**config.mk**
```make
export PLATFORM = sky130hd
export DESIGN_NAME = periph_top
export DESIGN_NICKNAME = d
export VERILOG_FILES = /design/src/logic/periph_pkg.sv /design/src/logic/byte_reg_periph.sv /design/src/logic/gpio_block.sv /design/src/logic/periph_addr_decode.sv /design/src/logic/periph_read_hold.sv /design/src/logic/periph_top.sv
export SDC_FILE = /design/constraint.sdc
export NUM_CORES = 1
export LEC_CHECK = 0
export BUFFER_PORTS_ARGS = -buffer_cell sky130_fd_sc_hd__buf_2
export CORE_ASPECT_RATIO = 0.5
export CORE_MARGIN = 10
export CORE_UTILIZATION = 45
export DETAILED_ROUTE_END_ITERATION = 6
export GPL_TIMING_DRIVEN = 0
export HOLD_SLACK_MARGIN = 0.08
export PLACE_DENSITY_LB_ADDON = 0.15
export SYNTH_ARGS = -nofsm -noshare
export SYNTH_HDL_FRONTEND = slang
export SYNTH_SLANG_ARGS = --single-unit
```
**constraint.sdc**
```tcl
create_clock -name clk -period 2.9 [get_ports clk]
set_input_delay 0.29 -clock clk [delete_from_list [all_inputs] [get_ports clk]]
set_output_delay 0.29 -clock clk [all_outputs]
set_load 0.02 [all_outputs]
```
**src/logic/periph_pkg.sv**
```systemverilog
// Shared definitions for the peripheral bus
// Bus widths, size codes, GPIO register map, slot numbers
// Core request and decoded slot select structs

`default_nettype none

package periph_pkg;

    // Bus widths
    localparam int addr_w      = 11;
    localparam int data_w      = 32;
    localparam int byte_w      = 8;
    localparam int pin_count   = 8;
    localparam int slot_count  = 16;

    // Access size codes: 00 byte, 01 half, 10 word, 11 no access
    localparam logic [1:0] size_none = 2'b11;

    // User slot holding the GPIO block
    localparam logic [3:0] slot_gpio = 4'd1;

    // Pin function select, top bit picks a simple slot
    localparam int func_sel_w = 5;

    // GPIO register offsets within its 64-byte slot
    localparam logic [5:0] gpio_out_off   = 6'd0;
    localparam logic [5:0] gpio_in_off    = 6'd4;
    localparam logic [5:0] gpio_func_base = 6'd32;

    // Byte register peripherals
    localparam int byte_regs   = 4;
    localparam int simple_used = 2;

    // One request from the core
    typedef struct packed {
        logic [addr_w-1:0] addr;
        logic [data_w-1:0] wdata;
        logic [1:0]        write_n;
        logic [1:0]        read_n;
    } periph_req_t;

    // Decoded slot, one-hot per address region
    typedef struct packed {
        logic [slot_count-1:0] user;
        logic [slot_count-1:0] simple;
        logic                  write;
    } slot_sel_t;

endpackage

`default_nettype wire

```
**src/logic/byte_reg_periph.sv**
```systemverilog
// Simple byte peripheral
// Four read/write byte registers, register 0 drives the output byte

`default_nettype none

module byte_reg_periph
    import periph_pkg::*;
(
    input  logic              clk,
    input  logic              rst_n,
    input  logic              i_we,
    input  logic [3:0]        i_addr,
    input  logic [byte_w-1:0] i_wdata,
    output logic [byte_w-1:0] o_rdata,
    output logic [byte_w-1:0] o_uo_out
);

    logic [byte_regs-1:0][byte_w-1:0] regs;
    logic                             hit;

    // Only the low four addresses map to registers
    assign hit = (i_addr[3:2] == 2'b00);

    always_ff @(posedge clk) begin
        if (!rst_n) begin
            regs <= '0;
        end else if (i_we && hit) begin
            regs[i_addr[1:0]] <= i_wdata;
        end
    end

    assign o_rdata  = hit ? regs[i_addr[1:0]] : '0;
    assign o_uo_out = regs[0];

endmodule

`default_nettype wire

```
**src/logic/gpio_block.sv**
```systemverilog
// GPIO peripheral
// Output register, input pin read-back, per-pin function selects
// Output pin routing from user and simple slots

`default_nettype none

module gpio_block
    import periph_pkg::*;
(
    input  logic                               clk,
    input  logic                               rst_n,
    input  logic                               i_we,
    input  logic [5:0]                         i_offset,
    input  logic [byte_w-1:0]                  i_wdata,
    input  logic [pin_count-1:0]               i_ui_in,
    input  logic [simple_used-1:0][byte_w-1:0] i_byte_out,
    output logic [data_w-1:0]                  o_rdata,
    output logic [pin_count-1:0]               o_uo_out
);

    logic [pin_count-1:0]                 out_reg;
    logic [pin_count-1:0][func_sel_w-1:0] func_sel;
    logic                                 func_hit;
    logic [$clog2(pin_count)-1:0]         func_idx;

    // Select words sit from the base offset to the end of the slot
    assign func_hit = (i_offset >= gpio_func_base) && (i_offset[1:0] == 2'b00);
    assign func_idx = i_offset[4:2];

    always_ff @(posedge clk) begin
        if (!rst_n) begin
            out_reg <= '0;
        end else if (i_we && (i_offset == gpio_out_off)) begin
            out_reg <= i_wdata;
        end
    end

    // All pins start out driven by the GPIO output register
    always_ff @(posedge clk) begin
        if (!rst_n) begin
            func_sel <= {pin_count{{1'b0, slot_gpio}}};
        end else if (i_we && func_hit) begin
            func_sel[func_idx] <= i_wdata[func_sel_w-1:0];
        end
    end

    always_comb begin
        if (i_offset == gpio_out_off) begin
            o_rdata = data_w'(out_reg);
        end else if (i_offset == gpio_in_off) begin
            o_rdata = data_w'(i_ui_in);
        end else if (func_hit) begin
            o_rdata = data_w'(func_sel[func_idx]);
        end else begin
            o_rdata = '0;
        end
    end

    // Each pin takes its own bit from the chosen slot's output byte
    always_comb begin
        for (int p = 0; p < pin_count; p++) begin
            o_uo_out[p] = 1'b0;
            if (func_sel[p][func_sel_w-1]) begin
                for (int k = 0; k < simple_used; k++) begin
                    if (func_sel[p][3:0] == 4'(k)) begin
                        o_uo_out[p] = i_byte_out[k][p];
                    end
                end
            end else if (func_sel[p][3:0] == slot_gpio) begin
                o_uo_out[p] = out_reg[p];
            end
            // other slots have no outputs, pin stays low
        end
    end

endmodule

`default_nettype wire

```
**src/logic/periph_addr_decode.sv**
```systemverilog
// Address decode for the peripheral bus
// Slot selects, write strobes, read data and ready mux

`default_nettype none

module periph_addr_decode
    import periph_pkg::*;
(
    input  periph_req_t                        i_req,
    input  logic [data_w-1:0]                  i_gpio_rdata,
    input  logic [simple_used-1:0][byte_w-1:0] i_byte_rdata,
    output logic                               o_gpio_we,
    output logic [simple_used-1:0]             o_byte_we,
    output slot_sel_t                          o_sel,
    output logic [data_w-1:0]                  o_peri_rdata,
    output logic                               o_peri_ready
);

    logic       is_simple;
    logic [3:0] simple_idx;
    logic [3:0] user_idx;

    // Top address bit splits user and simple regions
    assign is_simple  = i_req.addr[addr_w-1];
    assign simple_idx = i_req.addr[7:4];
    assign user_idx   = i_req.addr[9:6];

    always_comb begin
        o_sel.user   = '0;
        o_sel.simple = '0;
        o_sel.write  = (i_req.write_n != size_none);
        if (is_simple) begin
            o_sel.simple[simple_idx] = 1'b1;
        end else begin
            o_sel.user[user_idx] = 1'b1;
        end
    end

    assign o_gpio_we = o_sel.write && o_sel.user[slot_gpio];
    assign o_byte_we = o_sel.simple[simple_used-1:0] & {simple_used{o_sel.write}};

    // Unpopulated slots read as zero
    always_comb begin
        o_peri_rdata = '0;
        if (is_simple) begin
            for (int k = 0; k < simple_used; k++) begin
                if (simple_idx == 4'(k)) begin
                    o_peri_rdata = data_w'(i_byte_rdata[k]);
                end
            end
        end else if (user_idx == slot_gpio) begin
            o_peri_rdata = i_gpio_rdata;
        end
    end

    // Every slot answers in the same cycle
    assign o_peri_ready = 1'b1;

endmodule

`default_nettype wire

```
**src/logic/periph_read_hold.sv**
```systemverilog
// Read response holder
// Captures read data once per read and holds it until read complete
// Registered read ready, write acknowledge passed straight through

`default_nettype none

module periph_read_hold
    import periph_pkg::*;
(
    input  logic              clk,
    input  logic              rst_n,
    input  logic [1:0]        i_read_n,
    input  logic [1:0]        i_write_n,
    input  logic [data_w-1:0] i_peri_rdata,
    input  logic              i_peri_ready,
    input  logic              i_data_read_complete,
    output logic [data_w-1:0] o_data_out,
    output logic              o_data_ready
);

    typedef enum logic {
        st_idle,
        st_hold
    } hold_state_t;

    hold_state_t       state;
    logic [data_w-1:0] data_r;
    logic              ready_r;
    logic              read_req;
    logic              capture;

    assign read_req = (i_read_n != size_none);
    assign capture  = (state == st_idle) && read_req && i_peri_ready;

    always_ff @(posedge clk) begin
        if (!rst_n) begin
            state   <= st_idle;
            ready_r <= 1'b0;
        end else begin
            // Ready lags the read by one cycle since the data is registered
            ready_r <= read_req && i_peri_ready;
            case (state)
                st_idle: begin
                    if (capture) begin
                        state <= st_hold;
                    end
                end
                st_hold: begin
                    if (i_data_read_complete) begin
                        state <= st_idle;
                    end
                end
                default: state <= st_idle;
            endcase
        end
    end

    always_ff @(posedge clk) begin
        if (capture) begin
            data_r <= i_peri_rdata;
        end
    end

    assign o_data_out   = data_r;
    assign o_data_ready = ready_r || (i_write_n != size_none);

endmodule

`default_nettype wire

```
**src/logic/periph_top.sv**
```systemverilog
// Peripheral bus top level
// Address decode, read holder, GPIO and two byte peripherals

`default_nettype none

module periph_top
    import periph_pkg::*;
(
    input  logic                 clk,
    input  logic                 rst_n,
    input  periph_req_t          i_req,
    input  logic [pin_count-1:0] i_ui_in,
    input  logic                 i_data_read_complete,
    output logic [data_w-1:0]    o_data_out,
    output logic                 o_data_ready,
    output logic [pin_count-1:0] o_uo_out
);

    logic                               gpio_we;
    logic [simple_used-1:0]             byte_we;
    logic [data_w-1:0]                  gpio_rdata;
    logic [simple_used-1:0][byte_w-1:0] byte_rdata;
    logic [simple_used-1:0][byte_w-1:0] byte_out;
    logic [data_w-1:0]                  peri_rdata;
    logic                               peri_ready;

    periph_addr_decode u_decode (
        .i_req        (i_req),
        .i_gpio_rdata (gpio_rdata),
        .i_byte_rdata (byte_rdata),
        .o_gpio_we    (gpio_we),
        .o_byte_we    (byte_we),
        .o_sel        (),
        .o_peri_rdata (peri_rdata),
        .o_peri_ready (peri_ready)
    );

    periph_read_hold u_hold (
        .clk                  (clk),
        .rst_n                (rst_n),
        .i_read_n             (i_req.read_n),
        .i_write_n            (i_req.write_n),
        .i_peri_rdata         (peri_rdata),
        .i_peri_ready         (peri_ready),
        .i_data_read_complete (i_data_read_complete),
        .o_data_out           (o_data_out),
        .o_data_ready         (o_data_ready)
    );

    gpio_block u_gpio (
        .clk        (clk),
        .rst_n      (rst_n),
        .i_we       (gpio_we),
        .i_offset   (i_req.addr[5:0]),
        .i_wdata    (i_req.wdata[byte_w-1:0]),
        .i_ui_in    (i_ui_in),
        .i_byte_out (byte_out),
        .o_rdata    (gpio_rdata),
        .o_uo_out   (o_uo_out)
    );

    // Simple slots 0 and 1
    for (genvar k = 0; k < simple_used; k++) begin : g_byte
        byte_reg_periph u_byte (
            .clk      (clk),
            .rst_n    (rst_n),
            .i_we     (byte_we[k]),
            .i_addr   (i_req.addr[3:0]),
            .i_wdata  (i_req.wdata[byte_w-1:0]),
            .o_rdata  (byte_rdata[k]),
            .o_uo_out (byte_out[k])
        );
    end

endmodule

`default_nettype wire

```
==> flow_metrics.env <==
export IMPL_status="completed"
export IMPL_grt_usage=0.189
export IMPL_ys_warn_count=0
export IMPL_yosysSeqAreaShare=0.403
export IMPL_async_flop_share=0
export IMPL_rsz0062_at_grt="false"
export IMPL_worstPathArrival_ns=2.72
export IMPL_cts_htree_levels=4
export IMPL_start_kind="input port"
export IMPL_port_buffer_count=38
export IMPL_cts_tree="done"
export IMPL_slew_headroom=0.151
export IMPL_area_delta_synth_final_pct=16.7
export IMPL_avgViaCountPerCell=5.33
export IMPL_routabilityCongestion=0.907
export IMPL_syn_area_per_cell_um2=10.2
export IMPL_power_leakage_nw=2.97
export IMPL_synth_area_leaders="dfxtp_1 (36%), mux2i_1 (14%), nor2b_1 (9.2%)"
export IMPL_diodes=0
export IMPL_fin_crit_sh=0.837
export IMPL_die_area_mm2=0.0193
export IMPL_die_h_um=103
export IMPL_clk_latency_ns=0.42
export IMPL_min_path_type="input port to flop"
export IMPL_firstDrtPassIters=5
export IMPL_netlist_instances=616
export IMPL_drt_initial_drc_count=297
export IMPL_r2r_start="u_gpio.func_sel[1]$_SDFFE_PN0P_"
export IMPL_fin_skew_ns=0.00627
export IMPL_clockBufferDepth=2
export IMPL_grt_pass1_wl_um=27800
export IMPL_synthFlopType="dfxtp_1"
export IMPL_root_buffer="clkbuf_16"
export IMPL_power_density_mw_per_mm2=533
export IMPL_max_clock_freq_mhz=412
export IMPL_core_mm2=0.0136
export IMPL_regMostFlops="g_byte.u_byte.regs"
export IMPL_dp_hpwl_um=13400
export IMPL_hp_start="i_req[1]"
export IMPL_dieWidth_um=187
export IMPL_io_pins=99
export IMPL_num_rows=30
export IMPL_cts_sinks=122
export IMPL_critical_path_max_fanout=10
export IMPL_slew_viol_final=0
export IMPL_tns_ns=0
export IMPL_antenna_left=0
export IMPL_path_class="input port to flop"
export IMPL_start_util=0.460
export IMPL_drive_above_1_share=0.233
export IMPL_synth_edff_count=8
export IMPL_cts_resized=0
export IMPL_overflow=0
export IMPL_wl_per_cell_um=20.2
export IMPL_drc_errors=0
export IMPL_num_vias=4796
export IMPL_min_period_ns=2.43
export IMPL_fillerInstances=1260
export IMPL_grt_pass1_vias=4607
export IMPL_routed_wirelength_um=18200
export IMPL_numCtsBuffers=17
export IMPL_clk_pin_slew_ns=0.06
export IMPL_startpoint="i_req[40]"
export IMPL_synth_top_cell_by_area="dfxtp_1"
export IMPL_peakVddDrop_v=0.000429
export IMPL_pre_cts_ws_ns=0.145
export IMPL_cap_violations=0
export IMPL_setup_ws_ns=0.473
export IMPL_synth_seq_cells=122
export IMPL_largest_reg_flops=48
export IMPL_synth_cell_type_count=45
export IMPL_layout_nets=755
export IMPL_tightestPinTransition_ns=1.26
export IMPL_setup_viol_count_final=0
export IMPL_antenna_found_initial=0
export IMPL_synth_top_area_frac=0.365
export IMPL_required_ns=3.20
export IMPL_end_kind="flop"
export IMPL_hold_viol_final=0
export IMPL_grt_max_degree=17
export IMPL_syn_area_mm2=0.00626
[layout make-up]
type / instances / area (µm²) / area share
Clock inverter: 12 / 77.6 / 0.0106
Sequential cell: 122 / 2520 / 0.346
Timing Repair Buffer: 39 / 200 / 0.0274
Clock buffer: 18 / 439 / 0.0602
Buffer: 75 / 428 / 0.0586
Tap cell: 192 / 240 / 0.0329
Multi-Input combinational cell: 442 / 3390 / 0.465
[synthesized netlist by cell type (2+ instances only)]
master and number:
and3_1 3, nand2_1 66, nor2_1 11, dfxtp_1 114
and4b_1 2, a21boi_0 25, nand4b_2 3, mux4_2 16
nand3_1 3, edfxtp_1 8, clkbuf_1 27, a22oi_1 11
nor2b_1 92, buf_1 2, and4bb_1 2, or2_2 2
buf_6 3, mux2i_1 88, buf_4 28, a211oi_1 10
buf_2 14, mux2_2 18, nor4_1 14, o22ai_1 13
nand3_2 3, nand4_4 2, o21ai_0 5, nand2b_1 2
a21oi_1 9, a2111oi_0 5
[report_power, final]
part	internal [mW]	switching, mW
registers	1.71	0.00331
logic	0.105	0.192
clock network	1.10	0.786
[layer usage]
layer | GRT usage | part of all wire | up-vias
li1 | - | - | 2297
met1 | 0.257 | 0.48 | 2291
met2 | 0.287 | 0.42 | 179
met3 | 0.0459 | 0.079 | 29
met4 | 0.0708 | 0.018 | 0
met5 | 0 | 0 | -
[final timing paths]
path | to | slack (ns) | depth (start not counted)
max | g_byte[1].u_byte.regs[10]$_SDFFE_PN0P_ | 0.47 | 6
min | u_hold.ready_r$_SDFF_PN0_ | 0.08 | 2
max reg2reg | u_hold.o_data_out[1]$_DFFE_PP_ | 1.09 | 5
min reg2reg | g_byte[1].u_byte.regs[14]$_SDFFE_PN0P_ | 0.46 | 2
[per-stage QoR]
stage / utilization / hold WS (ns) / power (mW) / area [µm²] / cells
global placement: 0.498 / 0.447 / 2.04 / 6770 / 869
global route: 0.537 / 0.105 / 3.99 / 7300 / 900
finish: 0.537 / 0.0818 / 3.89 / 7300 / 900
detailed placement: 0.498 / 0.456 / 2.04 / 6770 / 869
CTS: 0.537 / 0.0800 / 3.89 / 7300 / 900
floorplan: - / 0.396 / 1.94 / 6340 / 639
[cells in the final DEF (no fill, tap or decap), types with 13 or more instances in the layout]
master,count
mux2i_1,88
conb_1,24
a21boi_0,25
clkbuf_16,17
mux4_2,16
nor2b_1,92
mux2_2,18
buf_2,52
o22ai_1,13
nor4_1,14
buf_4,28
dfxtp_1,114
nand2_1,66
clkbuf_1,27
[cell families after synthesis]
kind of cell	synth area share
multiplexers	0.231
flip-flops	0.403
other	0.000599
buffers and inverters	0.0684
AND/OR/NAND/NOR	0.208
AO/OA/AOI/OAI	0.0890
[worst max-delay path: stages]
cell and delay, ns:
buf_2 0.19, nor4b_1 1.03, clkbuf_1 0.50, nand3_1 0.43, nand2_1 0.18, a21boi_0 0.09
[what timing repair did]
action                    CTS  global route
hold endpoints to repair    1             0
buffers inserted            0             0
hold buffers                1             0
No activity file was read; power rests on OpenSTA's default activity.
